$ cat config.mk
export PLATFORM = sky130hd
export DESIGN_NAME = mmr_bank
export DESIGN_NICKNAME = d
export VERILOG_FILES = /design/src/source/tenyr_pkg.sv /design/src/source/mmr_bank.sv
export SDC_FILE = /design/constraint.sdc
export NUM_CORES = 1
export LEC_CHECK = 0
export ABC_AREA = 1
export BUFFER_PORTS_ARGS = -buffer_cell sky130_fd_sc_hd__buf_2
export CORE_UTILIZATION = 40
export CTS_CLUSTER_DIAMETER = 50
export CTS_CLUSTER_SIZE = 20
export DETAILED_ROUTE_END_ITERATION = 6
export GPL_TIMING_DRIVEN = 0
export PLACE_DENSITY = 0.8
export SETUP_SLACK_MARGIN = 0.1
export SKIP_CTS_REPAIR_TIMING = 1
export SLEW_MARGIN = 25
export SYNTH_ARGS = -nofsm -noshare
export SYNTH_HDL_FRONTEND = slang
export SYNTH_SLANG_ARGS = --single-unit
export TNS_END_PERCENT = 30
$ cat constraint.sdc
create_clock -name clk -period 0.9 [get_ports clk]
set_input_delay 0 -clock clk [delete_from_list [all_inputs] [get_ports clk]]
set_output_delay 0 -clock clk [all_outputs]
set_load 0.02 [all_outputs]
$ cat src/source/tenyr_pkg.sv
package tenyr_pkg;

    // ~~~~~~~~~~~~~~~~~~~~~~~~~~~~~~~~~~~~~~~~~~~~~~~~~~
    // bus widths
    // ~~~~~~~~~~~~~~~~~~~~~~~~~~~~~~~~~~~~~~~~~~~~~~~~~~
    localparam int WORD_W = 32;
    localparam int ADDR_W = 16;

    typedef logic [WORD_W-1:0] word_t;    // wishbone data word
    typedef logic [ADDR_W-1:0] addr_t;    // word address, not byte

    // video control register value
    typedef logic [7:0] reg8_t;

    // ~~~~~~~~~~~~~~~~~~~~~~~~~~~~~~~~~~~~~~~~~~~~~~~~~~
    // display
    // ~~~~~~~~~~~~~~~~~~~~~~~~~~~~~~~~~~~~~~~~~~~~~~~~~~
    typedef logic [7:0] seg_t;      // active low, bit 7 is dp
    typedef logic [3:0] anode_t;    // active low digit enables
    typedef logic [1:0] digit_t;    // scanned digit index

    // ~~~~~~~~~~~~~~~~~~~~~~~~~~~~~~~~~~~~~~~~~~~~~~~~~~
    // bus controller
    // ~~~~~~~~~~~~~~~~~~~~~~~~~~~~~~~~~~~~~~~~~~~~~~~~~~
    typedef enum logic [1:0] {
        bus_idle,
        bus_access,
        bus_ack
    } bus_state_t;

    // decoded target of a transaction
    typedef enum logic [1:0] {
        sel_none,
        sel_ram,
        sel_seg,
        sel_mmr
    } region_t;

endpackage

$ cat src/source/mmr_bank.sv
module mmr_bank
    import tenyr_pkg::*;
(
    input  logic       clk,
    input  logic       reset,
    input  logic       we,
    input  logic [1:0] idx,
    input  word_t      wdata,
    output word_t      rdata,
    output reg8_t      vga_ctl,
    output reg8_t      crx,
    output reg8_t      cry
);

    // power-up state the renderer expects
    localparam reg8_t CTL_DEFAULT = 8'hF7;
    localparam reg8_t CRX_DEFAULT = 8'h01;    // cursor x is 1-based
    localparam reg8_t CRY_DEFAULT = 8'h00;

    // ~~~~~~~~~~~~~~~~~~~~~~~~~~~~~~~~~~~~~~~~~~~~~~~~~~
    // register writes
    // ~~~~~~~~~~~~~~~~~~~~~~~~~~~~~~~~~~~~~~~~~~~~~~~~~~
    always_ff @(posedge clk) begin
        if (reset) begin
            vga_ctl <= CTL_DEFAULT;
            crx     <= CRX_DEFAULT;
            cry     <= CRY_DEFAULT;
        end else if (we) begin
            case (idx)
                2'd0:    vga_ctl <= wdata[7:0];
                2'd1:    crx     <= wdata[7:0];
                2'd2:    cry     <= wdata[7:0];
                default: ;    // slot 3 drops writes
            endcase
        end
    end

    // readback, zero extended
    always_comb begin
        case (idx)
            2'd0:    rdata = {24'b0, vga_ctl};
            2'd1:    rdata = {24'b0, crx};
            2'd2:    rdata = {24'b0, cry};
            default: rdata = '0;
        endcase
    end

endmodule

Word-level counts from Yosys, hierarchy flattened:

Cells that the tools add are included.

* reduce and logical (&&, ||, !) cells: 4
* equal/unequal tests: 2
* mux-type cells: 1

Operators by type and width (count)
* 8-bit one-hot mux with 3 select lines: 1
* 2-bit AND reduction: 3
* 2-bit by 1-bit == test with 1-bit output (second input constant): 1
* 2-bit == test (second input constant): 1
* 2-bit logical NOT: 1

* bits of input ports: 37
* output and inout port bits: 56
* register bits after elaboration: 24
* logic and storage cells: 10

Longest topological paths before layout:

* word-level depth: 2
* mapped depth: 6
* depth with buffers taken out: 5

Worst setup path after synthesis:

No wires, ideal clock.

* path type: flip-flop to output port
* start: reg crx[1]
* end: out rdata[1]
* required time: 0.900 ns
* path slack: 0.003 ns
* buffers on the path: 0
* data arrival time: 0.897 ns
* stages on the path, launching flop included: 3
* path through: dfxtp_1 inv_1 o211ai_1

* word-level cells in the longest chain between the ends: 1

Ends and longest elaborated chain
* start: declaration: RTL line mmr_bank.sv:11 `output reg8_t crx,`
* start signal: assignment: RTL line mmr_bank.sv:31 `2'd1: crx <= wdata[7:0];`
* 8-bit one-hot mux with 3 select lines: RTL line mmr_bank.sv:40 `case (idx)`
* end: declaration: RTL line mmr_bank.sv:9 `output word_t rdata,`

Every way passes these cells.

Final worst setup path:

* start: reg crx[3]
* end: out rdata[3]

The elaborated chain is that of the path after synthesis.

==> key figures <==
Pwr
  • Leakage: 1.10 nW
  • Pwr Density: 1310 mW/mm^2
  • Peak VDD IR: 1.11 mV
  • Design Power: 0.00261 W

Worst setup path
  • FF-to-FF path depth: 5
  • Worst setup EP type: output pin
  • Slowest CP cell: dfxtp_2
  • CP cell instances: inv_2, o211ai_1, buf_4
  • Critical Path Start Type: flop
  • Worst r2r dst: crx[3]
  • Reg2Reg Setup Slack: 150 ps
  • Critical Path AT: 1080 ps
  • Max stage delay on crit path: 360 ps
  • WP data required: 900 ps
  • CP Class: reg2out
  • Reg2reg start: crx[3]
  • Max Fanout on Critical Path: 2

Worst hold path
  • Hold EP: crx[0]
  • Worst Hold Class: in2reg
  • Hold wc startpoint: idx[1]
  • Hold path cells: 4

Timing
  • Setup violations, final: 10
  • Clock Skews: 0 ps
  • Final worst slack: -183 ps
  • Slew Limit Fails: 0
  • Final period util: 120%
  • Fmax: 0.923 GHz
  • Unrepaired setup endpoints after global routing: yes
  • Final hold vios: 0
  • Tmin final: 1080 ps
  • Minimum hold slack: 57.1 ps

Floorplanning
  • DIE WIDTH: 58.5 um
  • Num ports: 93
  • Cell Rows: 20
  • Die area: 0.00342 sq mm
  • Die height: 58.5 um
  • Initial Util: 41.8%
  • Core area: 0.00305 sq mm

Layout
  • Number of diodes: 0
  • Final std cells w/o fill: 322
  • Layout cells sized above 1: 41.7%
  • # nets final: 316
  • Layout area overhead: 55.9%
  • Finished layout cell area: 0.00199 sq mm

GRT
  • Initial antenna violation count: 0
  • Largest net degree at the start of global routing: 15
  • GRT Overall Usage: 19.3%
  • Global route overflow: 0
  • Global-route wire length before repair: 5020 um
  • Vias in the first global route: 1127

Clocking
  • Reg clk slew, reported paths: 140 ps
  • CTS HTree Levels: 1
  • Clk root buf: clkbuf_4
  • Latest clock arrival within the worst-skew pair: 320 ps
  • Total CTS buffers: 3
  • CTS tree: yes
  • CTS Sinks: 24
  • CTS Buffer Depth: 2

Logic synthesis
  • Synth Register Bits: 24
  • Top FF cell, synth: dfxtp_1
  • EDFF count, synth: 0
  • Post-synthesis sequential area ratio: 37.6%
  • Synth cell count leaders: 58 x nand2_1, 33 x nor2_1, 27 x buf_4
  • Netlist cell types: 12
  • YS warnings: 0
  • Leading post-synthesis cells by cell area: dfxtp_1 38%, nand2_1 17%, buf_4 16%, nor2_1 9.7%, nand3_1 7.8%
  • Mapped Area: 0.00128 sq mm
  • Post-synth top area share: 37.6%
  • Synthesized instance count: 194
  • Syn Area/Cell: 6.58 sq um
  • Largest area contributor in the netlist: dfxtp_1
  • Post-synth ARST share: 0%
  • Most frequent cell after synthesis: nand2_1

Status
  • Failing checks: negative setup slack
  • Status: complete, but fails checks

Drt
  • Vias: 1387
  • Starting DRT DRC Count: 47
  • Drt via density: 4.31
  • # DRC: 0
  • Drt first pass iters: 4
  • WL per Instance: 10.2 um
  • Final antenna-violating net count: 0
  • Post-Route WL: 3270 um

Placed design
  • Area of placed instances: 0.00165 sq mm
  • Post-DP HPWL: 2250 um
  • Final GP Congestion: 0.773
  • Dpl cells: 305
  • Dpl ws: -191 ps
  • I/O Buffers: 44

Job
  • Maxcap violations: 0
## critical path, delay by kind of cell, from the launching register on
family	cells	cell delay, ps
DFF	1	360
buffers and inverters	2	220
AOI/OAI and AO/OA	1	190
## stage by stage
step	utilization [%]	TNS (ps)
2_1_floorplan	-	0
3_3_place_gp	54.1	-3540
3_5_place_dp	54.1	-3680
4_1_cts	55.7	-1430
5_1_grt	65.2	-1830
6_report	65.2	-1200
## per-layer routing
metal  track usage (%)  vias to the layer above  wire length [um]
li1                  -                      714                 -
met5                 0                        -                 0
met3              4.84                        2               200
met1              23.3                      622              1420
met4              4.08                        0                16
met2              34.8                       49              1630
## registers in the layout, summed over array words and instances, names as in the netlist
signal / count
cry: 8
crx: 8
vga_ctl: 8
## final cells by class
| cell class | instances | area [sq um] |
|---|---|---|
| Buffer | 30 | 216 |
| Sequential cell | 24 | 515 |
| Inverter | 19 | 71.3 |
| Tap cell | 44 | 55.1 |
| Multi-Input combinational cell | 144 | 613 |
| Fill cell | 285 | 1060 |
| Clock buffer | 4 | 47.5 |
| Timing Repair Buffer | 57 | 473 |
## where the power goes
| group | switching, W | total (W) | internal (W) |
|---|---|---|---|
| combinational | 0.000429 | 0.000755 | 0.000327 |
| sequential | 0.0000474 | 0.00117 | 0.00113 |
| clock | 0.000344 | 0.000683 | 0.000340 |
## logic make-up (layout without fill, tap and decap cells)
family | count (synthesis) | in the layout | synth area share [%]
AOI/OAI and AO/OA | 8 | 8 | 4.50
buffers and inverters | 49 | 110 | 22.5
DFF | 24 | 24 | 37.6
other | 1 | 24 | 0.294
and+or+nand+nor | 112 | 112 | 35.1
## cells in the final DEF (no fill, tap or decap), drive strengths merged
| master | synthesis | final |
|---|---|---|
| clkbuf | 1 | 5 |
| buf | 29 | 76 |
| nand2 | 58 | 58 |
| conb | 1 | 24 |
| nand3 | 20 | 20 |
| dfxtp | 24 | 24 |
| dlygate4sd3 | 0 | 10 |
| nor2 | 34 | 34 |
| o211ai | 7 | 7 |
| inv | 19 | 19 |
| a21oi | 1 | 1 |
## worst max path at each step
stage               slack [ps]  cells after the start       end   start
floorplan                   90                      2  rdata[3]  crx[3]
global placement          -180                      6  rdata[5]  idx[1]
detailed placement        -190                      6  rdata[1]  idx[1]
CTS                       -200                      6  rdata[1]  idx[1]
global route              -270                      3  rdata[6]  crx[6]
finish                    -180                      3  rdata[3]  crx[3]
(Power assumes the default switching activity.)
