File: src/source/tenyr_pkg.sv
package tenyr_pkg;

    // ~~~~~~~~~~~~~~~~~~~~~~~~~~~~~~~~~~~~~~~~~~~~~~~~~~
    // bus widths
    // ~~~~~~~~~~~~~~~~~~~~~~~~~~~~~~~~~~~~~~~~~~~~~~~~~~
    localparam int WORD_W = 32;
    localparam int ADDR_W = 16;

    typedef logic [WORD_W-1:0] word_t;    // wishbone data word
    typedef logic [ADDR_W-1:0] addr_t;    // word address, not byte

    // video control register value
    typedef logic [7:0] reg8_t;

    // ~~~~~~~~~~~~~~~~~~~~~~~~~~~~~~~~~~~~~~~~~~~~~~~~~~
    // display
    // ~~~~~~~~~~~~~~~~~~~~~~~~~~~~~~~~~~~~~~~~~~~~~~~~~~
    typedef logic [7:0] seg_t;      // active low, bit 7 is dp
    typedef logic [3:0] anode_t;    // active low digit enables
    typedef logic [1:0] digit_t;    // scanned digit index

    // ~~~~~~~~~~~~~~~~~~~~~~~~~~~~~~~~~~~~~~~~~~~~~~~~~~
    // bus controller
    // ~~~~~~~~~~~~~~~~~~~~~~~~~~~~~~~~~~~~~~~~~~~~~~~~~~
    typedef enum logic [1:0] {
        bus_idle,
        bus_access,
        bus_ack
    } bus_state_t;

    // decoded target of a transaction
    typedef enum logic [1:0] {
        sel_none,
        sel_ram,
        sel_seg,
        sel_mmr
    } region_t;

endpackage

File: src/source/bus_ctrl.sv
module bus_ctrl
    import tenyr_pkg::*;
#(
    parameter int    RAM_WORDS  = 1024,
    parameter addr_t SEG_BASE   = 16'h0400,
    parameter addr_t VIDEO_BASE = 16'h0410
) (
    input  logic       clk,
    input  logic       reset,
    input  logic       wb_cyc,
    input  logic       wb_stb,
    input  logic       wb_we,
    input  addr_t      wb_adr,
    output word_t      wb_dat_r,
    output logic       wb_ack,
    output logic       ram_en,
    output logic       ram_we,
    output logic       seg_we,
    output logic       mmr_we,
    output logic [1:0] mmr_idx,
    input  word_t      ram_rdata,
    input  word_t      seg_rdata,
    input  word_t      mmr_rdata
);

    localparam addr_t RAM_TOP = addr_t'(RAM_WORDS);

    bus_state_t state;
    region_t    region;        // latched at acceptance
    region_t    region_dec;
    addr_t      video_off;
    logic       req;
    logic       in_access;

    assign req       = wb_cyc && wb_stb;
    assign in_access = (state == bus_access);

    // ~~~~~~~~~~~~~~~~~~~~~~~~~~~~~~~~~~~~~~~~~~~~~~~~~~
    // address decode
    // ~~~~~~~~~~~~~~~~~~~~~~~~~~~~~~~~~~~~~~~~~~~~~~~~~~
    assign video_off = wb_adr - VIDEO_BASE;

    always_comb begin
        region_dec = sel_none;
        if (wb_adr < RAM_TOP)
            region_dec = sel_ram;
        else if (wb_adr == SEG_BASE)
            region_dec = sel_seg;
        else if (wb_adr >= VIDEO_BASE && video_off < 16'd4)
            region_dec = sel_mmr;    // four slots, last one unmapped
    end

    // ~~~~~~~~~~~~~~~~~~~~~~~~~~~~~~~~~~~~~~~~~~~~~~~~~~
    // handshake FSM
    // ~~~~~~~~~~~~~~~~~~~~~~~~~~~~~~~~~~~~~~~~~~~~~~~~~~
    always_ff @(posedge clk) begin
        if (reset) begin
            state  <= bus_idle;
            region <= sel_none;
        end else begin
            case (state)
                bus_idle: begin
                    if (req) begin
                        state  <= bus_access;
                        region <= region_dec;
                    end
                end
                bus_access: begin
                    // master gave up, nothing to acknowledge
                    state <= req ? bus_ack : bus_idle;
                end
                default: state <= bus_idle;    // one ack cycle only
            endcase
        end
    end

    // register index rides along with the region
    always_ff @(posedge clk) begin
        if (state == bus_idle && req)
            mmr_idx <= video_off[1:0];
    end

    // one strobe per transaction, all in bus_access
    assign ram_en = in_access && (region == sel_ram);
    assign ram_we = ram_en && wb_we;
    assign seg_we = in_access && (region == sel_seg) && wb_we;
    assign mmr_we = in_access && (region == sel_mmr) && wb_we;

    assign wb_ack = (state == bus_ack);

    // read data valid only with ack
    always_comb begin
        wb_dat_r = '0;
        if (state == bus_ack) begin
            case (region)
                sel_ram: wb_dat_r = ram_rdata;
                sel_seg: wb_dat_r = seg_rdata;
                sel_mmr: wb_dat_r = mmr_rdata;
                default: wb_dat_r = '0;
            endcase
        end
    end

endmodule

File: config.mk
export PLATFORM = sky130hd
export DESIGN_NAME = bus_ctrl
export DESIGN_NICKNAME = d
export VERILOG_FILES = /design/src/source/tenyr_pkg.sv /design/src/source/bus_ctrl.sv
export SDC_FILE = /design/constraint.sdc
export NUM_CORES = 1
export LEC_CHECK = 0
export BUFFER_PORTS_ARGS = -buffer_cell sky130_fd_sc_hd__buf_2
export CAP_MARGIN = 5
export CORE_MARGIN = 2
export CORE_UTILIZATION = 32
export CTS_BUF_LIST = sky130_fd_sc_hd__clkbuf_4 sky130_fd_sc_hd__clkbuf_8 sky130_fd_sc_hd__clkbuf_16
export CTS_CLUSTER_SIZE = 16
export DETAILED_ROUTE_END_ITERATION = 10
export PLACE_DENSITY = 0.87
export SLEW_MARGIN = 15
export SYNTH_ARGS = -nofsm -noshare
export SYNTH_HDL_FRONTEND = slang
export SYNTH_SLANG_ARGS = --single-unit
File: constraint.sdc
create_clock -name clk -period 1.8 [get_ports clk]
set_input_delay 0.09 -clock clk [delete_from_list [all_inputs] [get_ports clk]]
set_output_delay 0.09 -clock clk [all_outputs]
set_load 0.005 [all_outputs]
# --- Word level (Yosys, flattened, before mapping) ---
# Cells that the tools add are included.
classes:
  addsub: 1
  magnitude_cmp: 3
  n_eq_ne: 7
  n_mux: 8
  n_reduce_logical: 11
ops:
  columns: ["operator", "n"]
  rows:
  - ["$pmux 32 s3", 1]
  - ["$mux 32", 1]
  - ["$eq 16x11->1 const B", 1]
  - ["$ge 16x11->1 const B", 1]
  - ["$lt 16x11->1 const B", 1]
  - ["$lt 16x3->1 const B", 1]
  - ["$sub 16x11->16 const B", 1]
  - ["$mux 2", 5]
  - ["$logic_and 1x1->1", 9]
  - ["$eq 2x2->1 const B", 3]
  - ["$eq 2x1->1 const B", 2]
  - ["$pmux 2 s2", 1]
  - ["$logic_not 2->1", 1]
  - ["$ne 2x2->1 const B", 1]
  - ["$reduce_and 2->1", 1]
word_totals:
  regBits: 6
  output_inout_bits: 39
  word_cells: 33

# --- Longest topological paths before layout ---
logic_depth:
  ltp_word: 6
  ltp_mapped: 6

# --- Worst setup path before layout ---
# OpenSTA, ideal clock, no wires.
synth_timing:
  kind: "register to output"
  start: "reg region[0]"
  end: "out wb_dat_r[13]"
  arrival_time_ns: 1.347
  required_time_ns: 1.710
  slack_ns: 0.363
  stages_incl_launch_ff: 6
  path_cell_list: "dfxtp_1 buf_2 buf_1 mux2_2 a22oi_1 nor2_1"
synth_via:
  elab_chain_cells: 3
synth_rtl:
  columns: ["element", "line_no", "rtl"]
  rows:
  - ["start: declaration", "bus_ctrl.sv:29", "region_t region;"]
  - ["start signal: assignment", "bus_ctrl.sv:59", "region <= sel_none;"]
  - ["start signal: assignment", "bus_ctrl.sv:65", "region <= region_dec;"]
  - ["$eq 2x2->1 / $eq 2x1->1 (equally long branches)", "bus_ctrl.sv:95", "case (region)"]
  - ["$pmux 32 s3 *", "bus_ctrl.sv:95", null]
  - ["$mux 32 *", "bus_ctrl.sv:94", "if (state == bus_ack) begin"]
  - ["end: declaration", "bus_ctrl.sv:14", "output word_t wb_dat_r,"]
# Every way passes the cells marked *; elsewhere a longest branch is shown, timed or not.

# --- Final worst setup path ---
layout_timing:
  start: "reg region[0]"
  end: "out wb_dat_r[30]"
# The elaborated chain is that of the path after synthesis.

==> metrics <==
crit path DAT=1580 ps; Antenna Cells=0; drt pass-1 iters=4; worst clock skew=5.707 ps; number of H-tree levels=1; cts hold-fix bufs=0; Worst VDD drop=0.0003372 V; FF+latch count, synth=6; NumNets Final=426; post-synth top area share=29.94%; CTS clk-pin slew, worst paths=40 ps; setup_tns=0 ps; Synth async-reset ratio=0%; period utilization=92.97%; Slew Limit Fails=0; vias in the first global route=1623; die width=65.33 µm; Hold Slack=52.97 ps; Max Clock Freq=597.5 MHz; post-synth cell types=32; initial antenna violation count=0; fin cells=356; GRT Total Usage=20.01%; Initial Util=33.13%; Final ANT Viol Nets=0; CTS Buf Count=3; Design Power=665.9 µW; post-CTS sizing=0; crit-path max FO=9; first-pass GRT wire length=6927 µm; final setup vio count=0; post-synth top area cell=mux2_2; RD Place Congestion=0.9049; synthesized area=1204 µm²; via count=1821; GRT overflow=0; final hold violation count=0; Post-synth top flop=dfxtp_1; power density over cell area=317.0 nW/µm²; Post-synth top cells=37 x nor2_1, 32 x a22oi_1, 32 x mux2_2, 10 x clkbuf_1; EDFF count, synth=2; Placed Cells=352; TritonCTS clock tree=done; Core Area=3633 µm²; wire per inst=13.25 µm; Die Area=4268 µm²; HP Class=primary input to flip-flop; Pleak=0.001017 µW; maximum root-to-sink buffer count=2; Post-Synthesis Net Count=275; count leader, synth=nor2_1; CTS root buffer=clkbuf_8; unrepaired setup endpoints after global routing=no; I/O Pins=156; Via density=5.115; crit path kind=flip-flop to output port; minimum clock period=1674 ps; Worst Path Required=1710 ps; layout cells sized above 1=66.56%; post-CTS setup buffer count=0; Max-Cap Viols=0; Rows=22; Crit. End Element=output port; DR DRC count=0; final wirelength=4716 µm; CP Launch Type=flip-flop; Seq/Total Area, Yosys=11.64%; syn_area_per_cell=7.618 µm²; clock sinks=6; Port Buffers=155; 1st-iter DRT viols=126; largest net degree at the start of global routing=35; Syn Inst Count=158; Clk Latency, worst-skew pair=230 ps; yosys warns=0; Worst slew margin=75.73%; status=finished, final reports clean; die span in y=65.33 µm; Detailed Place HPWL=3887 µm; Syn-to-layout area delta=74.53%; Least-Margin Pin Slew=361.3 ps; dominant cells by area after synthesis=mux2_2 30%, a22oi_1 20%, nor2_1 12%
## where the power goes
group	internal (µW)	total, µW	switching (µW)
Combinational	178	286	108
Sequential	145	149	3.31
Clock	168	231	63.3
## final timing paths
| path | startpoint | endpoint | slack (ps) | cells past startpoint |
|---|---|---|---|---|
| worst max-delay path | region[0] | wb_dat_r[30] | 130 | 5 |
| worst min-delay path | wb_adr[0] | mmr_idx[0] | 50 | 1 |
| worst max register to register | state[1] | region[0] | 410 | 4 |
| worst min register to register | state[0] | state[0] | 470 | 1 |
## kinds of logic (layout without fill, tap and decap cells)
group                  Yosys count  in the layout  synth area share, %
buffers and inverters           18            168                5.925
multiplexers                    32             32                29.94
AND/OR/NAND/NOR                 60             60                26.51
AO/OA/AOI/OAI                   42             42                25.99
flip-flops                       6              6                11.64
## registers in the layout, indices dropped and copies added, names as in the netlist
signal,cells
region,2
mmr_idx,2
state,2
## layout by cell type (no fill, tap or decap), types with 2 or more instances in the layout
| master | synthesis | layout |
|---|---|---|
| buf_2 | 3 | 155 |
| nor2_1 | 37 | 36 |
| mux2_2 | 32 | 32 |
| a22oi_1 | 32 | 32 |
| o21ai_0 | 4 | 4 |
| buf_4 | 0 | 4 |
| dfxtp_1 | 4 | 4 |
| inv_1 | 3 | 3 |
| nor3_1 | 3 | 3 |
| clkbuf_8 | 0 | 3 |
| nand2b_1 | 2 | 2 |
| nor2b_1 | 2 | 2 |
| and2_1 | 2 | 2 |
| nor3b_1 | 2 | 2 |
| nor4_1 | 2 | 2 |
| edfxtp_1 | 2 | 2 |
| buf_12 | 0 | 2 |
## cell type report
class / instances / area [µm²]
Sequential cell: 6 / 140.1
Multi-Input combinational cell: 134 / 994.7
Tap cell: 48 / 60.06
Clock buffer: 4 / 48.80
Fill cell: 358 / 1533
Inverter: 3 / 11.26
Timing Repair Buffer: 161 / 845.8
## per-stage QoR
stage	setup WS [ps]	area (µm²)	util, %
3_3_place_gp	396.0	2052	56.47
2_1_floorplan	362.9	1204	-
5_1_grt	50.87	2101	57.82
6_report	126.5	2101	57.82
4_1_cts	111.3	2101	57.82
3_5_place_dp	340.7	2052	56.47
## critical path: stages (launching register included)
cell     delay (ps)
dfxtp_1         410
buf_4           210
mux2_2          350
a22oi_1         200
nor2_1           60
buf_2           130
## layer usage
metal / vias up / track usage (%) / wire length (µm)
li1: 894 / - / -
met1: 835 / 21.69 / 1795
met2: 88 / 39.54 / 2484
met3: 4 / 3.425 / 389
met4: 0 / 4.948 / 47
met5: - / 0 / 0
Note: power is estimated with default switching activity, not from simulation.
