$ cat src/source/tenyr_pkg.sv
package tenyr_pkg;

    // ~~~~~~~~~~~~~~~~~~~~~~~~~~~~~~~~~~~~~~~~~~~~~~~~~~
    // bus widths
    // ~~~~~~~~~~~~~~~~~~~~~~~~~~~~~~~~~~~~~~~~~~~~~~~~~~
    localparam int WORD_W = 32;
    localparam int ADDR_W = 16;

    typedef logic [WORD_W-1:0] word_t;    // wishbone data word
    typedef logic [ADDR_W-1:0] addr_t;    // word address, not byte

    // video control register value
    typedef logic [7:0] reg8_t;

    // ~~~~~~~~~~~~~~~~~~~~~~~~~~~~~~~~~~~~~~~~~~~~~~~~~~
    // display
    // ~~~~~~~~~~~~~~~~~~~~~~~~~~~~~~~~~~~~~~~~~~~~~~~~~~
    typedef logic [7:0] seg_t;      // active low, bit 7 is dp
    typedef logic [3:0] anode_t;    // active low digit enables
    typedef logic [1:0] digit_t;    // scanned digit index

    // ~~~~~~~~~~~~~~~~~~~~~~~~~~~~~~~~~~~~~~~~~~~~~~~~~~
    // bus controller
    // ~~~~~~~~~~~~~~~~~~~~~~~~~~~~~~~~~~~~~~~~~~~~~~~~~~
    typedef enum logic [1:0] {
        bus_idle,
        bus_access,
        bus_ack
    } bus_state_t;

    // decoded target of a transaction
    typedef enum logic [1:0] {
        sel_none,
        sel_ram,
        sel_seg,
        sel_mmr
    } region_t;

endpackage

$ cat src/source/seg7_display.sv
module seg7_display
    import tenyr_pkg::*;
(
    input  logic   clk,
    input  logic   reset,
    input  logic   we,
    input  word_t  wdata,
    output word_t  rdata,
    input  digit_t digit,
    output seg_t   seg,
    output anode_t an
);

    logic [15:0] value;    // four hex digits
    logic [3:0]  nibble;

    // hex to segments, active low, dp off
    function automatic seg_t hex_to_seg(input logic [3:0] hex);
        case (hex)
            4'h0:    hex_to_seg = 8'hC0;
            4'h1:    hex_to_seg = 8'hF9;
            4'h2:    hex_to_seg = 8'hA4;
            4'h3:    hex_to_seg = 8'hB0;
            4'h4:    hex_to_seg = 8'h99;
            4'h5:    hex_to_seg = 8'h92;
            4'h6:    hex_to_seg = 8'h82;
            4'h7:    hex_to_seg = 8'hF8;
            4'h8:    hex_to_seg = 8'h80;
            4'h9:    hex_to_seg = 8'h90;
            4'hA:    hex_to_seg = 8'h88;
            4'hB:    hex_to_seg = 8'h83;
            4'hC:    hex_to_seg = 8'hC6;
            4'hD:    hex_to_seg = 8'hA1;
            4'hE:    hex_to_seg = 8'h86;
            default: hex_to_seg = 8'h8E;
        endcase
    endfunction

    always_ff @(posedge clk) begin
        if (reset)
            value <= '0;
        else if (we)
            value <= wdata[15:0];
    end

    assign rdata  = {16'b0, value};
    assign nibble = value[4*digit +: 4];

    // ~~~~~~~~~~~~~~~~~~~~~~~~~~~~~~~~~~~~~~~~~~~~~~~~~~
    // digit drive, one clock behind digit
    // ~~~~~~~~~~~~~~~~~~~~~~~~~~~~~~~~~~~~~~~~~~~~~~~~~~
    always_ff @(posedge clk) begin
        if (reset) begin
            an  <= 4'b1110;           // digit 0 lit
            seg <= hex_to_seg(4'h0);
        end else begin
            an  <= ~(anode_t'(1) << digit);
            seg <= hex_to_seg(nibble);
        end
    end

endmodule

$ cat config.mk
export PLATFORM = sky130hd
export DESIGN_NAME = seg7_display
export DESIGN_NICKNAME = d
export VERILOG_FILES = /design/src/source/tenyr_pkg.sv /design/src/source/seg7_display.sv
export SDC_FILE = /design/constraint.sdc
export NUM_CORES = 1
export LEC_CHECK = 0
export BUFFER_PORTS_ARGS = -buffer_cell sky130_fd_sc_hd__buf_4
export CAP_MARGIN = 20
export CORE_ASPECT_RATIO = 1.75
export CORE_MARGIN = 2
export CORE_UTILIZATION = 46
export DETAILED_ROUTE_END_ITERATION = 8
export GPL_ROUTABILITY_DRIVEN = 0
export PLACE_DENSITY_LB_ADDON = 0.3
export SETUP_SLACK_MARGIN = 0.1
export SLEW_MARGIN = 20
export SYNTH_ARGS = -nofsm -noshare
export SYNTH_HDL_FRONTEND = slang
export SYNTH_SLANG_ARGS = --single-unit
$ cat constraint.sdc
create_clock -name clk -period 4.45 [get_ports clk]
set_input_delay 0.445 -clock clk [delete_from_list [all_inputs] [get_ports clk]]
set_output_delay 0.445 -clock clk [all_outputs]
set_load 0.05 [all_outputs]
# ---- Word-level counts from Yosys, hierarchy flattened
# Memories as Yosys holds them, arrays and structs flattened. A register that Yosys moved wholly into a read port is not among the register bits.
# Cells that the tools add are included.
dict set report totals {
  register_bits 28
  mem_bits_ro 112
  inputBits 37
  out_inout_bits 44
  elab_cells 7
  memories 1
}
dict set report op_classes {
  shift 2
  bitwise 1
}
# name depth width rd rd_clocked_by_memory_dff wr line
set memory_table {}
lappend memory_table {{(no name shown)} 16 7 1 1 0 seg7_display.sv:19} ;# case (hex)
# op n
set ops {}
lappend ops {{indexed part select 16 x 5 -> 4 bit} 1}
lappend ops {{inverter 4 bit} 1}
lappend ops {{left shift 1 x 2 -> 4 bit (first input constant)} 1}

# ---- Depth between registers and ports, before layout
# Gate-level depths: netlist of run 1.
dict set report logic_depth {
  depth_word 2
  ltp_mapped 7
}

# ---- Least setup slack after synthesis of run 1
# Ideal clock, no wire load.
dict set report synth_timing {
  path_type {input -> register}
  startpoint {in digit[0]}
  endpoint {reg seg[6]}
  setup_time_ps 120
  arrival_ps 2000
  required_ps 4330
  slack_ps 2330
  cell_stages 5
  n_path_buf 1
  cell_sequence {buf_6 > mux4_1 > ha_1 > mux2_4 > a211o_1}
}
dict set report synth_via {
  elab_chain_len 1
}
# element line
set synth_rtl {}
lappend synth_rtl {{from (decl)} seg7_display.sv:9} ;# input digit_t digit,
lappend synth_rtl {{indexed part select 16 x 5 -> 4 bit} seg7_display.sv:47} ;# assign nibble = value[4*digit +: 4];
lappend synth_rtl {{to (decl)} seg7_display.sv:10} ;# output seg_t seg,
# Every way passes these cells.
# A chain may end at the register's enable or synchronous reset.

# ---- Final worst setup path of run 1
# Same ends and word-level chain as after synthesis.

==> flow_summary.json, run 1 <==
{
  "path_max_fanout": 8,
  "cts_tree": "done",
  "hold_depth": 3,
  "grt_usage": 0.157,
  "cp.required_ns": 4.61,
  "synth_top_area_share": 0.392,
  "p_leak_nw": 0.827,
  "layout.cells.non_filler": 203,
  "min-delay-start": "wdata[4]",
  "cts_setup_buffers": 0,
  "ys_seq_area_frac": 0.392,
  "finalWorstPathRequiredPeriod_ns": 1.99,
  "core_area_um2": 2900,
  "switching_share": 0.356,
  "yosys.area.top_type": "dfxtp_1",
  "synth_seq_cells": 27,
  "clkPwrFrac": 0.228,
  "die_x_um": 45.4,
  "gr-usage-met3": 0.0284,
  "place_hpwl_mm": 2.07,
  "ios": 81,
  "wire_per_inst_um": 12.8,
  "r2r_end": "seg[6]",
  "synth_warnings": 0,
  "drcViolationCount": 0,
  "num_vias": 1029,
  "hold_class": "primary input to flop",
  "ir_worst_vdd_mv": 0.291,
  "arrival_ns": 2.16,
  "path_clk_slew_ns": 0.09,
  "htreeDepth": 1,
  "pwr-share-comb": 0.324,
  "max_stage_delay_ns": 0.68,
  "final_nets": 219,
  "r2r_cells": 4,
  "antenna_left": 0,
  "antenna_found_initial": 0,
  "crit_start": "digit[0]",
  "viasPerCell": 5.07,
  "grt_pass1_vias": 1039,
  "status": "finished clean",
  "die_y_um": 76.5,
  "root_buffer": "clkbuf_8",
  "final_common_cell": "buf_4",
  "ff2ff_setup_slack_ns": 2.51,
  "max_freq_mhz": 502,
  "drive_gt1_frac": 0.326,
  "placementRows": 26,
  "p_int_mw": 0.381,
  "crit_type": "primary input to flop",
  "initial_core_util": 0.477,
  "cts_made_buffers": 3,
  "insertedDiodeCount": 0,
  "regToRegStartpoint": "value[5]",
  "start_kind": "primary input",
  "cts_resized": 0,
  "routed_wl_mm": 2.60,
  "synthTopCellsByArea": "dfxtp_1 (39%), mux2i_1 (15%), buf_4 (9.8%), ha_1 (5.4%), nor2_1 (5.2%)",
  "drtIter0Drc": 9,
  "syn_inst": 135,
  "power_frac_seq": 0.448,
  "setup_viol": 0,
  "clockBufferDepth": 2,
  "cts_hold_buf": 0,
  "cpMaxStageDelayCell": "mux4_1",
  "grt-ovfl-total": 0,
  "fin_worst_skew_ns": 0.00381,
  "grt.met2_usage": 0.300,
  "hold_viol": 0,
  "slew_viol_final": 0,
  "insertion_delay_ns": 0.26,
  "die-area_um2": 3470,
  "synth_area_um2": 1380,
  "drv_cap": 0,
  "fin_tns_setup_ns": 0,
  "grtUsageMet1": 0.148,
  "area.growth.synth_to_final_pct": 22.8,
  "cp-end-kind": "flop",
  "grt_max_degree": 31,
  "final_cell_mix": "buf_4 (47), dfxtp_1 (27), mux2i_1 (21)",
  "yosysUniqueCellTypes": 29,
  "place_inst": 199,
  "worstPathCellList": "buf_4 > mux4_1 > ha_1 > mux2_4 > a211o_1",
  "endpoint": "seg[6]",
  "post-route-period-util": 0.448,
  "switching_power_mw": 0.211,
  "portBuffers": 47,
  "firstDrtPassIters": 4,
  "grt_pass1_wl_mm": 4.28,
  "powerDensity_nw_per_um2": 349,
  "clock-sinks": 27,
  "rsz0062_at_grt": "false",
  "grt.busiest_layer": "met2",
  "avgSynthCellArea_um2": 10.2
}
-- through the flow --
stage | setup WS [ns] | cell area [um2] | hold WS [ns] | utilization | total power, mW
2_1_floorplan | 2.33 | 1440 | 0.592 | - | 0.429
3_3_place_gp | 2.17 | 1650 | 0.496 | 0.570 | 0.460
6_report | 2.46 | 1700 | 0.412 | 0.586 | 0.592
4_1_cts | 2.46 | 1700 | 0.409 | 0.586 | 0.596
3_5_place_dp | 2.17 | 1650 | 0.517 | 0.570 | 0.464
5_1_grt | 2.40 | 1700 | 0.415 | 0.586 | 0.619
-- registers in the layout, summed over array words and instances (netlist names) --
name   cells
an         4
seg        7
value     16
-- how the worst min path moves through the flow --
stage                     end  slack (ns)
finish               value[4]        0.41
global route         value[3]        0.41
CTS                  value[9]        0.41
detailed placement   value[7]        0.52
global placement    value[12]        0.50
floorplan            value[0]        0.59
-- routing by layer --
metal,up-vias,part of all wire
met2,34,0.59
met3,6,0.048
li1,497,-
met5,-,0
met4,0,0.021
met1,492,0.34
-- Yosys cell counts --
cell and count:
or2_0 1, or2_1 1, nor3_1 1, nand2b_4 1
nand4bb_1 1, xor2_1 1, mux2_4 1, o221ai_1 1
nand2_1 2, inv_1 5, conb_1 2, or3b_1 1
buf_4 18, buf_2 2, nand2b_1 5, clkbuf_1 5
nor2_1 19, dfxtp_1 27, mux2i_1 21, o22ai_1 3
a21oi_1 1, nand3b_1 2, ha_1 6, o32ai_1 1
or3b_2 1, mux4_2 3, mux4_1 1, buf_6 1
a211o_1 1
-- power groups by stage --
stage	clock network [mW]	logic (mW)	registers [mW]
2_1_floorplan	0	0.104	0.325
5_1_grt	0.147	0.204	0.267
3_5_place_dp	0	0.192	0.271
3_3_place_gp	0	0.190	0.271
4_1_cts	0.138	0.193	0.266
6_report	0.135	0.192	0.265
-- logic make-up (layout without fill, tap and decap cells) --
kind of cell | after synthesis | count (layout) | share of synthesized area
XOR/XNOR | 1 | 1 | 0.00635
buffers and inverters | 31 | 56 | 0.141
AND/OR/NAND/NOR | 35 | 35 | 0.134
AO/OA/AOI/OAI | 7 | 7 | 0.0363
multiplexers | 26 | 26 | 0.231
other | 2 | 17 | 0.00544
flip-flops | 27 | 27 | 0.392
adder cells (fa/ha/maj) | 6 | 6 | 0.0544
-- layout make-up --
type / instances / area [um2]
sequential: 27 / 541
timing repair buffer: 47 / 353
inverter: 5 / 18.8
multi-input combinational: 92 / 702
clock buffer: 3 / 41.3
tap: 28 / 35.0
clock inverter: 1 / 5.00
fill: 258 / 1200
-- critical path, delay by kind of cell --
family,cells,cell delay (ns)
AOI/OAI and AO/OA,1,0.29
adders and majority gates,1,0.31
muxes,2,0.96
buffers and inverters,1,0.15
(Power assumes the default switching activity.)
==> inputs of run 2 (changes only) <==
- ABC_AREA: unset -> 1
- CORE_UTILIZATION: 46 -> 43
- clock period: 4.45 -> 1.9 ns (I/O delays scaled with it)
==> run 2 against run 1 <==
Compared with the run above:
- synthesized cell count rose by 50%
- clock power rose by 130%
- sequential cell count did not move
- synthesized area rose by 2.6%
- global-route usage rose by 2.6 points
- register-to-register slack got worse by 2.2 ns
- total power rose by 140%
- critical path depth rose by 5
- largest cell class unchanged
==> flow_summary.json, run 2 <==
{
  "final_nets": 290,
  "clockBufferDepth": 2,
  "ios": 81,
  "path_clk_slew_ns": 0.09,
  "grt_usage": 0.184,
  "setup_viol": 0,
  "antenna_left": 0,
  "drive_gt1_frac": 0.252,
  "largest_reg_flops": 16,
  "area.growth.synth_to_final_pct": 24.7,
  "finalWorstPathRequiredPeriod_ns": 1.58,
  "root_buffer": "clkbuf_8",
  "ir_worst_vdd_mv": 0.459,
  "synth_seq_cells": 27,
  "avgSynthCellArea_um2": 6.98,
  "synth_edf_count": 0,
  "powerDensity_nw_per_um2": 819,
  "layout_setup_ws_ns": 0.315,
  "power_frac_seq": 0.437,
  "slew_viol_final": 0,
  "pwr-share-comb": 0.344,
  "max_slew_margin": 0.605,
  "drv_cap": 0,
  "synthTopCellsByArea": "dfxtp_1 (38%), nand2_1 (12%), nor2_1 (9.3%), buf_4 (9.0%), o21ai_0 (7.8%)",
  "antenna_found_initial": 0,
  "hold_slack_ns": 0.109,
  "clock-sinks": 27,
  "yosysUniqueCellTypes": 18,
  "yosysMostFrequentCell": "nand2_1",
  "reg_top3": "value x16, seg x7, an x4",
  "synth_commonest_cells": "nand2_1 (44), nor2_1 (35), dfxtp_1 (27), o21ai_0 (22), buf_4 (17)",
  "synth_top_area_share": 0.382,
  "final_cell_mix": "buf_4 (48), nand2_1 (43), nor2_1 (35)",
  "place_hpwl_mm": 2.40,
  "die-area_um2": 3790,
  "switching_share": 0.381,
  "num_vias": 1346,
  "p_leak_nw": 0.911,
  "grt_pass1_wl_mm": 5.15,
  "layout.cells.non_filler": 289,
  "arrival_ns": 1.80,
  "core_area_um2": 3140,
  "drcViolationCount": 0,
  "switching_power_mw": 0.550,
  "max_freq_mhz": 631,
  "hold_class": "primary input to flop",
  "insertedDiodeCount": 0,
  "cp-end-kind": "flop",
  "clkPwrFrac": 0.219,
  "fill_cells": 340,
  "place_inst": 285,
  "die_x_um": 47.4,
  "yosys.area.top_type": "dfxtp_1",
  "initial_core_util": 0.451,
  "p_int_mw": 0.896,
  "syn_inst": 203,
  "fin_worst_skew_ns": 0.00228,
  "htreeDepth": 1,
  "tightest_slew_ns": 0.592,
  "die_y_um": 79.9,
  "ys_seq_area_frac": 0.382,
  "status": "finished clean",
  "hold_viol": 0,
  "crit_type": "flop to flop",
  "ys.flop_type": "dfxtp_1",
  "final_common_cell": "buf_4",
  "grt_pass1_vias": 1272,
  "firstDrtPassIters": 4,
  "portBuffers": 47,
  "place_ws_ns": 0.203,
  "viasPerCell": 4.66,
  "fin_tns_setup_ns": 0,
  "synth_area_um2": 1420,
  "cts_made_buffers": 3,
  "grt_max_degree": 24,
  "cts_tree": "done",
  "final_util": 0.562,
  "largest_register": "value",
  "drtIter0Drc": 36,
  "path_max_fanout": 6,
  "grt-ovfl-total": 0,
  "routed_wl_mm": 3.10,
  "cp.required_ns": 2.11,
  "async_reset_ff_frac": 0,
  "wire_per_inst_um": 10.7,
  "placementRows": 27,
  "insertion_delay_ns": 0.27,
  "cts_hold_buf": 0,
  "synth_warnings": 0,
  "start_kind": "flop",
  "post-route-period-util": 0.834,
  "rsz0062_at_grt": "false"
}
run 2: cell types whose count changed in the layout (fill, tap and decap cells not counted), moves of 8 or more:
cell,before,now
a21oi_1,1,10
nor2_1,19,35
inv_1,5,13
mux2i_1,21,0
nand3_1,0,9
nand2_1,2,43
o21ai_0,0,22
run 2: final cells by class:
class                      instances  area (um2)  share of cell area
inverter                          16        60.1              0.0340
timing repair buffer              48         360               0.204
clock buffer                       4        45.0              0.0255
tap                               43        53.8              0.0305
sequential                        27         542               0.307
multi-input combinational        151         706               0.399
run 2: worst paths after layout:
check,start,to,slack [ns],depth (start not counted)
setup / recovery,value[13],seg[4],0.32,10
hold / removal,reset,seg[2],0.11,2
setup reg to reg,value[13],seg[4],0.32,10
hold reg to reg,value[1],value[1],0.47,2
run 2: timing repair:
| item | in CTS | in global routing |
|---|---|---|
| buffers inserted | 0 | 0 |
| endpoints found under the setup margin | 0 | 2 |
| gates resized for setup | 0 | 1 |
run 2: cells by family after synthesis:
logic type	after synthesis	synth area share
and+or+nand+nor	95	0.282
buffers and inverters	40	0.162
AOI/OAI and AO/OA	33	0.117
DFF	27	0.382
adders and majority gates	6	0.0530
other	2	0.00530
run 2: power by group through the flow:
| stage | clock, mW | combinational [mW] | sequential (mW) |
|---|---|---|---|
| 2_1_floorplan | 0 | 0.244 | 0.793 |
| 3_3_place_gp | 0 | 0.492 | 0.645 |
| 3_5_place_dp | 0 | 0.497 | 0.645 |
| 4_1_cts | 0.333 | 0.498 | 0.632 |
| 5_1_grt | 0.351 | 0.539 | 0.639 |
| 6_report | 0.317 | 0.497 | 0.632 |
run 2: through the flow:
step	instance area, um2	power (mW)
CTS	1760	1.46
detailed placement	1720	1.14
floorplan	1470	1.04
global route	1770	1.53
global placement	1720	1.14
finish	1770	1.45
run 2: routing by layer:
metal	global-route usage	share of wire	up-vias	routed length [um]
li1	-	-	685	-
met5	0	0	-	0
met1	0.206	0.39	602	1210
met3	0.0204	0.046	7	143
met4	0.0917	0.029	0	91
met2	0.318	0.53	52	1660
run 2: critical path: stages (launching register included):
cell	delay (ns)
dfxtp_1	0.33
inv_1	0.07
nor2_1	0.04
a21oi_1	0.17
nand2_2	0.14
inv_1	0.13
ha_1	0.18
inv_1	0.08
nor2_1	0.19
o21ai_1	0.10
nor2_1	0.12
