### src/source/tenyr_pkg.sv
package tenyr_pkg;

    // ~~~~~~~~~~~~~~~~~~~~~~~~~~~~~~~~~~~~~~~~~~~~~~~~~~
    // bus widths
    // ~~~~~~~~~~~~~~~~~~~~~~~~~~~~~~~~~~~~~~~~~~~~~~~~~~
    localparam int WORD_W = 32;
    localparam int ADDR_W = 16;

    typedef logic [WORD_W-1:0] word_t;    // wishbone data word
    typedef logic [ADDR_W-1:0] addr_t;    // word address, not byte

    // video control register value
    typedef logic [7:0] reg8_t;

    // ~~~~~~~~~~~~~~~~~~~~~~~~~~~~~~~~~~~~~~~~~~~~~~~~~~
    // display
    // ~~~~~~~~~~~~~~~~~~~~~~~~~~~~~~~~~~~~~~~~~~~~~~~~~~
    typedef logic [7:0] seg_t;      // active low, bit 7 is dp
    typedef logic [3:0] anode_t;    // active low digit enables
    typedef logic [1:0] digit_t;    // scanned digit index

    // ~~~~~~~~~~~~~~~~~~~~~~~~~~~~~~~~~~~~~~~~~~~~~~~~~~
    // bus controller
    // ~~~~~~~~~~~~~~~~~~~~~~~~~~~~~~~~~~~~~~~~~~~~~~~~~~
    typedef enum logic [1:0] {
        bus_idle,
        bus_access,
        bus_ack
    } bus_state_t;

    // decoded target of a transaction
    typedef enum logic [1:0] {
        sel_none,
        sel_ram,
        sel_seg,
        sel_mmr
    } region_t;

endpackage

### src/source/scan_timer.sv
module scan_timer
    import tenyr_pkg::*;
#(
    parameter int SCAN_DIV = 8
) (
    input  logic   clk,
    input  logic   reset,
    output digit_t digit
);

    localparam int PW = (SCAN_DIV > 1) ? $clog2(SCAN_DIV) : 1;
    localparam logic [PW-1:0] PRE_LAST = PW'(SCAN_DIV - 1);

    logic [PW-1:0] prescale;

    // ~~~~~~~~~~~~~~~~~~~~~~~~~~~~~~~~~~~~~~~~~~~~~~~~~~
    // prescaler and digit counter
    // ~~~~~~~~~~~~~~~~~~~~~~~~~~~~~~~~~~~~~~~~~~~~~~~~~~
    always_ff @(posedge clk) begin
        if (reset) begin
            prescale <= '0;
            digit    <= '0;
        end else if (prescale == PRE_LAST) begin
            prescale <= '0;
            digit    <= digit + 2'd1;    // wraps 3 -> 0
        end else begin
            prescale <= prescale + 1'b1;
        end
    end

endmodule

### config.mk
export PLATFORM = sky130hd
export DESIGN_NAME = scan_timer
export DESIGN_NICKNAME = d
export VERILOG_FILES = /design/src/source/tenyr_pkg.sv /design/src/source/scan_timer.sv
export SDC_FILE = /design/constraint.sdc
export NUM_CORES = 1
export LEC_CHECK = 0
export BUFFER_PORTS_ARGS = -buffer_cell sky130_fd_sc_hd__buf_2
export CAP_MARGIN = 10
export CORE_AREA = 10 10 47 49
export CTS_CLUSTER_SIZE = 28
export DETAILED_ROUTE_END_ITERATION = 8
export DIE_AREA = 0 0 57 59
export PLACE_DENSITY = 0.36
export SLEW_MARGIN = 20
export SYNTH_ARGS = -nofsm -noshare
export SYNTH_HDL_FRONTEND = slang
export SYNTH_SLANG_ARGS = --single-unit
### constraint.sdc
create_clock -name clk -period 1 [get_ports clk]
set_input_delay 0 -clock clk [delete_from_list [all_inputs] [get_ports clk]]
set_output_delay 0 -clock clk [all_outputs]
set_load 0.01 [all_outputs]
# [Word level (Yosys, flattened, before mapping)]
# Index checks and enable logic that the tools add are counted.
[op_classes] n_shift=0 n_addsub=2 n_mux=0 eq_ne=1 bitwise_logic=0 magnitude_cmp=0 reduce_logical=1 n_div=0 mul=0
[op_table] operator="adder 3 x 1 -> 3 bit (second input constant)" n=1
[op_table] operator="equality test 3 bit (second input constant)" n=1
[op_table] operator="adder 2 x 1 -> 2 bit (second input constant)" n=1
[op_table] operator="OR reduction 2 bit" n=1
[totals] regBits=5 input_bits=2 elab_cells=6 n_memories=0 out_inout_bits=2 romBits=0 mem_bits_rw=0 latch_bits=0

# [Logic depth before layout (Yosys ltp)]
# Gate-level depths: netlist of run 1.
[depth] depth_word=2 mapped_depth=4 ltp_nobuf=4

# [Worst setup path before layout of run 1]
# Ideal clock, no wire load.
[synth_path] kind="register to register" start="register prescale[0]" end="register digit[1]" synth_period_minus_slack_ps=1072 setup_ps=70 path_buffers=0 path_slack_ps=-72 t_required_ps=930 t_arrival_ps=1003 path_stages_with_launch=5 cell_sequence="dfxtp_1 ha_1 ha_1 a21bo_1 a21oi_1"
[synth_via] elab_chain_len=1
[synth_lines] element="start: declaration" line="scan_timer.sv:14" source="logic [PW-1:0] prescale;"
[synth_lines] element="start signal: assignment" line="scan_timer.sv:27" source="prescale <= prescale + 1'b1;"
[synth_lines] element="equality test 3 bit" line="scan_timer.sv:23" source="end else if (prescale == PRE_LAST) begin"
[synth_lines] element="end signal: assignment" line="scan_timer.sv:25" source="digit <= digit + 2'd1;"
[synth_lines] element="end: declaration" line="scan_timer.sv:8" source="output digit_t digit"
# Every way passes these cells.
# A chain may end at the register's enable or synchronous reset.

# [Worst setup path in the final report of run 1]
# Ends and elaborated chain as after synthesis.

==> results of run 1 <==
worst register-to-register path: cells and delay by family (launching register included):
family	cells	cell delay (ps)
AOI/OAI and AO/OA	2	270
adders and majority gates	2	340
DFF	1	320
stage by stage:
stage | total power (W) | worst slack, ps | hold slack (ps) | instance area [µm²] | std cells
after floorplan | 0.000235 | 10.3 | 69.1 | 195 | 15
after global placement | 0.000240 | -18.9 | 222 | 230 | 34
after detailed placement | 0.000246 | -47.1 | 238 | 230 | 34
after CTS | 0.000501 | -23.8 | 510 | 287 | 40
after global routing | 0.000522 | -32.9 | 526 | 294 | 40
final | 0.000487 | 0.312 | 515 | 294 | 40
registers in the layout (all words and copies together), names as in the netlist:
register,cells
prescale,3
digit,2
worst min-delay path by stage:
| stage | from | to | slack [ps] | depth (start not counted) |
|---|---|---|---|---|
| 6_report | reset | prescale[0] | 510 | 3 |
| 5_1_grt | reset | prescale[0] | 530 | 3 |
| 4_1_cts | reset | prescale[0] | 510 | 3 |
| 3_5_place_dp | reset | digit[0] | 240 | 2 |
| 3_3_place_gp | reset | digit[0] | 220 | 2 |
| 2_1_floorplan | reset | digit[1] | 70 | 1 |
logic make-up (layout without fill, tap and decap cells):
group / Yosys count / after routing
compound gates: 2 / 2
xor+xnor: 1 / 1
fa+ha+maj: 2 / 2
buf+inv: 0 / 9
flops: 5 / 5
simple gates: 5 / 5
power breakdown:
part | internal [W] | total (W) | leakage [nW] | switching, W
clock | 0.000151 | 0.000231 | 0.0150 | 0.0000807
sequential | 0.000213 | 0.000222 | 0.0414 | 0.00000910
combinational | 0.0000222 | 0.0000340 | 0.0545 | 0.0000118
total | 0.000386 | 0.000487 | 0.111 | 0.000102
layout make-up:
class / instances / area [µm²] / area share
well taps: 16 / 20.0 / 0.0681
repair buffers: 5 / 32.5 / 0.111
flip-flops and latches: 5 / 103 / 0.349
clock buffers: 4 / 26.3 / 0.0894
multi-input cells: 10 / 113 / 0.383
timing repair:
| action | 4_1_cts | 5_1_grt |
|---|---|---|
| pin swaps | 3 | 1 |
| resized for setup | 3 | 1 |
| hold buffers | 1 | 0 |
| setup buffers | 1 | 0 |
| hold endpoints to repair | 5 | 0 |
| endpoints found under the setup margin | 1 | 2 |
cell usage in the layout, fill, tap and decap left out, types with 2 or more instances in the layout:
master and count:
clkbuf_4 3, dfxtp_1 3, buf_2 3, nor3b_1 2, ha_4 2, dfxtp_2 2
per-layer routing:
layer  routed length, µm  global-route usage  vias up
met4                  15              0.0503        0
met1                 126              0.0201       64
met3                  27              0.0150        2
met2                 188              0.0372        6
met5                   0                   0        -
li1                    -                   -       70
==> impl_metrics.tcl, run 1 <==
set metrics [dict create \
    synthMostInstantiatedCell "dfxtp_1" \
    portBuffers 3 \
    cts.sinks 5 \
    fin_skew_ps 2.42 \
    root_buffer "clkbuf_4" \
    r2r_cells 4 \
    place.gp.congestion 0.541 \
    reg2reg_to "digit[1]" \
    synthesis.area_um2 180 \
    grt_setup_unrepaired "true" \
    min_period_ps 1000 \
    clk_path_buf_depth 2 \
    cp-startpoint "prescale[0]" \
    grt_pass1_wl_um 621 \
    cp_slowest_cell "dfxtp_2" \
    ir_worst_vdd_uv 465 \
    synthAdderAreaFrac 0.139 \
    synth-seq-cells 5 \
    synth.largest_area_cell "dfxtp_1" \
    synth_compound_area_frac 0.0833 \
    critPathCaptureType "flip-flop" \
    clock_latency_ps 240 \
    wl_per_cell_um 8.95 \
    leakage_nw 0.111 \
    fill_cells 163 \
    r2r_setup_slack_ps 0.3 \
    tns_ps 0 \
    path_cells "ha_4 -> ha_4 -> a21bo_1 -> a21oi_1" \
    syn-num-nets 19 \
    synth_top_area_share 0.556 \
    cp_max_fo 6 \
    p_per_area_nw_per_um2 1660 \
    synth_area_leaders "dfxtp_1, ha_1, nor3b_1, a21bo_1, xnor2_1" \
    cp_slowest_stage_delay_ps 320 \
    grt_max_degree 7 \
    drive_gt1_frac 0.500 \
    synth_edf_count 0 \
    reg2reg_from "prescale[0]" \
    required_ps 1170 \
    routed_wl_um 358 \
    worst-slew-pin-transition_ps 186 \
    drv_cap 0 \
    num_io_pins 4 \
    critical_path_arrival_ps 1170 \
    core_um2 1400 \
    drt_pass1_iterations 1 \
    fin_nets 29 \
    cts_tree "built" \
    htreeDepth 1 \
    synth-seq-area-share 0.556 \
    period_share 1.00 \
    post-route-drc-count 0 \
    fin_util 0.210 \
    ant_nets 0 \
    num_antenna_cells 0 \
    numCtsBuffers 3 \
    die_h_um 59 \
    rows 14 \
    crit_cells 4 \
    gr-total-overflow 0 \
    synth_warnings 0 \
    grt_pass1_vias 165 \
    path_clk_slew_ps 40 \
    synth_cell_types 9 \
    antenna_found_initial 0 \
    synthFlopType "dfxtp_1" \
    slew_viol_final 0 \
    synth_common_cells "dfxtp_1, ha_1, nor3b_1" \
    drt_iter0_markers 0 \
    crit_path_start_kind "flip-flop" \
    syn2layout_area_growth_pct 63.2 \
    synthCells 15 \
    worstHoldPathType "primary input to flip-flop" \
    yosys.area_share.simple 0.174 \
    synth_top_family_by_area "simple AND/OR/NAND/NOR gates" \
    dp_hpwl_um 282 \
    grt_use_total 0.0272 \
    cp_top_family "adder cells" \
    critPathBufInv 0 \
    run_status "completed" \
    dr_total_vias 142 \
    die_area_um2 3360 \
    worstSetupEndpoint "digit[1]" \
    start_util 0.129 \
    synthXorXnorAreaFrac 0.0486 \
    timing.fmax_mhz 1000 \
    die_w_um 57 \
    synth_area_per_cell_um2 12.0 \
    async_reset_ff_frac 0 \
    report.final.hold_viol_count 0 \
    path_common_cell "ha_4" \
    viasPerCell 3.55 \
    finalSetupViolations 0 \
    worstSetupPathType "flip-flop to flip-flop" \
    synthMuxAreaShare 0 \
    slew_headroom 0.876 \
]
No activity file was read; power rests on OpenSTA's default activity.
==> inputs of run 2 (changes only) <==
- CAP_MARGIN: 10 -> default
- CELL_PAD_IN_SITES_DETAIL_PLACEMENT: default -> 1
- CELL_PAD_IN_SITES_GLOBAL_PLACEMENT: default -> 2
- PLACE_DENSITY: 0.36 -> 0.46
==> impl_metrics.tcl, run 2 (synthesized netlist as in run 1, its figures left out) <==
set metrics [dict create \
    tns_ps -47.4 \
    r2r_setup_slack_ps -50 \
    post-cts-setup-buffers 0 \
    dp_hpwl_um 373 \
    drive_gt1_frac 0.458 \
    cp_max_fo 6 \
    grt_pass1_wl_um 738 \
    slew_viol_final 0 \
    power_w 0.000485 \
    grt_pass1_vias 183 \
    period_share 1.05 \
    slew_headroom 0.887 \
    leakage_nw 0.110 \
    numCtsBuffers 3 \
    fin_skew_ps 3.65 \
    regMostFlops "prescale" \
    routed_wl_um 431 \
    cts_tree "built" \
    grt_use_total 0.0306 \
    top_regs "prescale: 3 flops, digit: 2 flops" \
    reg2reg_to "digit[1]" \
    clk_path_buf_depth 2 \
    violations "setup timing" \
    num_antenna_cells 0 \
    fin_nets 29 \
    final_common_cell "dfxtp_1" \
    gr-total-overflow 0 \
    min_period_ps 1050 \
    fill_cells 170 \
    die_h_um 59 \
    htreeDepth 1 \
    grt_max_degree 7 \
    drt_iter0_markers 1 \
    wl_per_cell_um 10.8 \
    mostFrequentLayoutCells "dfxtp_1, clkbuf_4, buf_2" \
    drt_pass1_iterations 4 \
    portBuffers 3 \
    worstSetupPathType "flip-flop to flip-flop" \
    syn2layout_area_growth_pct 60.4 \
    antenna_found_initial 0 \
    fin_util 0.206 \
    ant_nets 0 \
    cts.sinks 5 \
    start_util 0.129 \
    root_buffer "clkbuf_4" \
    ir_worst_vdd_uv 482 \
    drv_cap 0 \
    timing.fmax_mhz 955 \
    final_cell_area_um2 289 \
    r2r_cells 4 \
    worstSetupEndpoint "digit[1]" \
    largest_register_ffs 3 \
    reg2reg_from "prescale[1]" \
    grt_setup_unrepaired "true" \
    post-route-drc-count 0 \
    critPathCaptureType "flip-flop" \
    dr_total_vias 149 \
    die_w_um 57 \
    path_clk_slew_ps 40 \
    critical_path_arrival_ps 1220 \
    report.final.hold_viol_count 0 \
    place.gp.congestion 0.563 \
    required_ps 1170 \
    worst-slew-pin-transition_ps 170 \
    clock_latency_ps 240 \
    setup_ws_ps -47.4 \
    run_status "finished, violations left" \
    crit_path_start_kind "flip-flop" \
    num_io_pins 4 \
    worstHoldPathType "flip-flop to flip-flop" \
    core_um2 1400 \
    place_area_um2 238 \
    viasPerCell 3.73 \
    p_per_area_nw_per_um2 1680 \
    cp-startpoint "prescale[1]" \
    rows 14 \
    dp_slack_ps -104 \
    die_area_um2 3360 \
    finalSetupViolations 1 \
]
[run 2: repair_timing]
item	CTS	global route
pin swaps	3	0
gates resized for setup	3	0
hold endpoints to repair	3	0
hold buffers	1	0
setup endpoints to repair	4	3
[run 2: worst min path at each step]
stage,end,cells after the start,startpoint
final,prescale[0],2,prescale[0]
after detailed placement,prescale[0],2,reset
after global placement,prescale[0],2,reset
after CTS,prescale[0],3,reset
after global routing,digit[1],3,reset
after floorplan,digit[1],1,reset
[run 2: stage by stage]
stage | hold slack, ps | cells
floorplan | 69.1 | 15
finish | 513 | 40
CTS | 517 | 40
detailed placement | 238 | 35
global route | 537 | 40
global placement | 226 | 35
[run 2: critical path, stage by stage (launching register included)]
cell and delay (ps):
dfxtp_1 320, ha_4 160, ha_4 180, a21bo_1 180, a21oi_2 130
[run 2: where the power goes]
part,internal [W],switching (W)
Clock,0.000151,0.0000793
Combinational,0.0000226,0.0000122
Sequential,0.000212,0.00000887
[run 2: per-layer routing]
layer | share of wire | wire length (µm) | track usage | up-vias
met5 | 0 | 0 | 0 | -
met4 | 0.049 | 21 | 0.0403 | 0
met3 | 0.070 | 30 | 0.0172 | 2
met2 | 0.53 | 228 | 0.0465 | 6
met1 | 0.35 | 151 | 0.0248 | 71
li1 | - | - | - | 70
[run 2: final cells by class]
cell class | instances | area (µm²) | share of cell area
Sequential cell | 5 | 101 | 0.351
Multi-Input combinational cell | 10 | 109 | 0.377
Timing Repair Buffer | 5 | 32.5 | 0.113
Tap cell | 16 | 20.0 | 0.0693
Clock buffer | 4 | 26.3 | 0.0909
==> inputs of run 3 (changes only) <==
- GPL_TIMING_DRIVEN: default -> 0
==> impl_metrics.tcl, run 3 (synthesized netlist as in run 1, its figures left out) <==
set metrics [dict create \
    finalSetupViolations 1 \
    wl_met2_um 225 \
    required_ps 1170 \
    leakage_nw 0.113 \
    regMostFlops "prescale" \
    run_status "finished, violations left" \
    place.gp.congestion 0.567 \
    grt_setup_unrepaired "true" \
    cts.sinks 5 \
    drt_iter0_markers 0 \
    worstHoldPathType "primary input to flip-flop" \
    grt_max_degree 7 \
    cp_slowest_stage_delay_ps 330 \
    clk_path_buf_depth 2 \
    p_per_area_nw_per_um2 1700 \
    grt_use_total 0.0298 \
    slew_viol_final 0 \
    core_um2 1400 \
    largest_register_ffs 3 \
    routed_wl_um 433 \
    critical_path_arrival_ps 1190 \
    wl_per_cell_um 10.8 \
    slew_headroom 0.895 \
    die_area_um2 3360 \
    grt_pass1_vias 178 \
    root_buffer "clkbuf_4" \
    htreeDepth 1 \
    tns_ps -14.6 \
    cp_top_family "adder cells" \
    gr-total-overflow 0 \
    report.final.hold_viol_count 0 \
    rows 14 \
    final_cell_area_um2 292 \
    path_common_cell "ha_4" \
    worstSetupPathType "flip-flop to flip-flop" \
    numCtsBuffers 3 \
    wl_met3_um 30 \
    period_share 1.01 \
    ir_worst_vdd_uv 371 \
    topRoutingLayerUsed "met4" \
    dr_total_vias 148 \
    viasPerCell 3.70 \
    post-route-drc-count 0 \
    min_period_ps 1010 \
    critPathBufInv 0 \
    path_clk_slew_ps 40 \
    portBuffers 3 \
    violations "setup timing" \
    fin_skew_ps 0.102 \
    ant_nets 0 \
    crit_path_start_kind "flip-flop" \
    dp_slack_ps -47.0 \
    num_antenna_cells 0 \
    clock_latency_ps 240 \
    timing.fmax_mhz 986 \
    m1WireLength_um 146 \
    start_util 0.129 \
    antenna_found_initial 0 \
    drt_pass1_iterations 1 \
    path_cells "ha_4 -> ha_4 -> a21bo_1 -> a21oi_1" \
    cp_slowest_cell "dfxtp_2" \
    syn2layout_area_growth_pct 61.8 \
    setup_ws_ps -14.6 \
    mostFrequentLayoutCells "clkbuf_4, dfxtp_1, buf_2" \
    drive_gt1_frac 0.500 \
    holdWs_ps 506 \
    die_w_um 57 \
    cp_max_fo 6 \
    cts_tree "built" \
    place_area_um2 230 \
    drv_cap 0 \
    num_io_pins 4 \
    die_h_um 59 \
    worst-slew-pin-transition_ps 157 \
    grt_pass1_wl_um 655 \
    critPathCaptureType "flip-flop" \
    top_regs "prescale: 3 flops, digit: 2 flops" \
    fin_nets 29 \
]
==> run 3: cell type report <==
cell class              instances  area [µm²]
clock buffers                   4        26.3
fillers                       175        1110
multi-input cells              10         110
flip-flops and latches          5         103
well taps                      16        20.0
repair buffers                  5        32.5
==> run 3: per-stage QoR <==
step                      cells   util  power, W
after floorplan              15      -  0.000235
after global placement       34  0.164  0.000241
after detailed placement     34  0.164  0.000247
after CTS                    40  0.204  0.000503
after global routing         40  0.208  0.000519
final                        40  0.208  0.000495
==> run 3: repair_timing <==
item | 4_1_cts | 5_1_grt
buffers inserted | 1 | 0
pin swaps | 3 | 1
endpoints found under the setup margin | 2 | 2
gates resized for setup | 3 | 1
hold buffers | 1 | 0
hold endpoints to repair | 5 | 0
==> run 3: worst reg2reg max path, delay by kind of cell, from the launching register on <==
kind                       cells  cell delay, ps
DFF                            1             330
adders and majority gates      2             340
AOI/OAI and AO/OA              2             280
==> run 3: where the power goes <==
group          switching, W  internal (W)
clock network     0.0000831      0.000151
registers         0.0000100      0.000213
logic             0.0000127     0.0000251
total              0.000106      0.000389
==> run 3: worst paths after layout <==
path / start / endpoint / slack [ps] / cells after the start
worst max register to register: prescale[0] / digit[1] / -10 / 4
worst max-delay path: prescale[0] / digit[1] / -10 / 4
worst min-delay path: reset / prescale[0] / 510 / 3
worst min register to register: prescale[0] / prescale[0] / 520 / 2
==> run 3: metal layers <==
metal	vias to the layer above	global-route usage
met3	3	0.0193
met4	0	0.0503
met2	7	0.0465
li1	70	-
met5	-	0
met1	68	0.0178
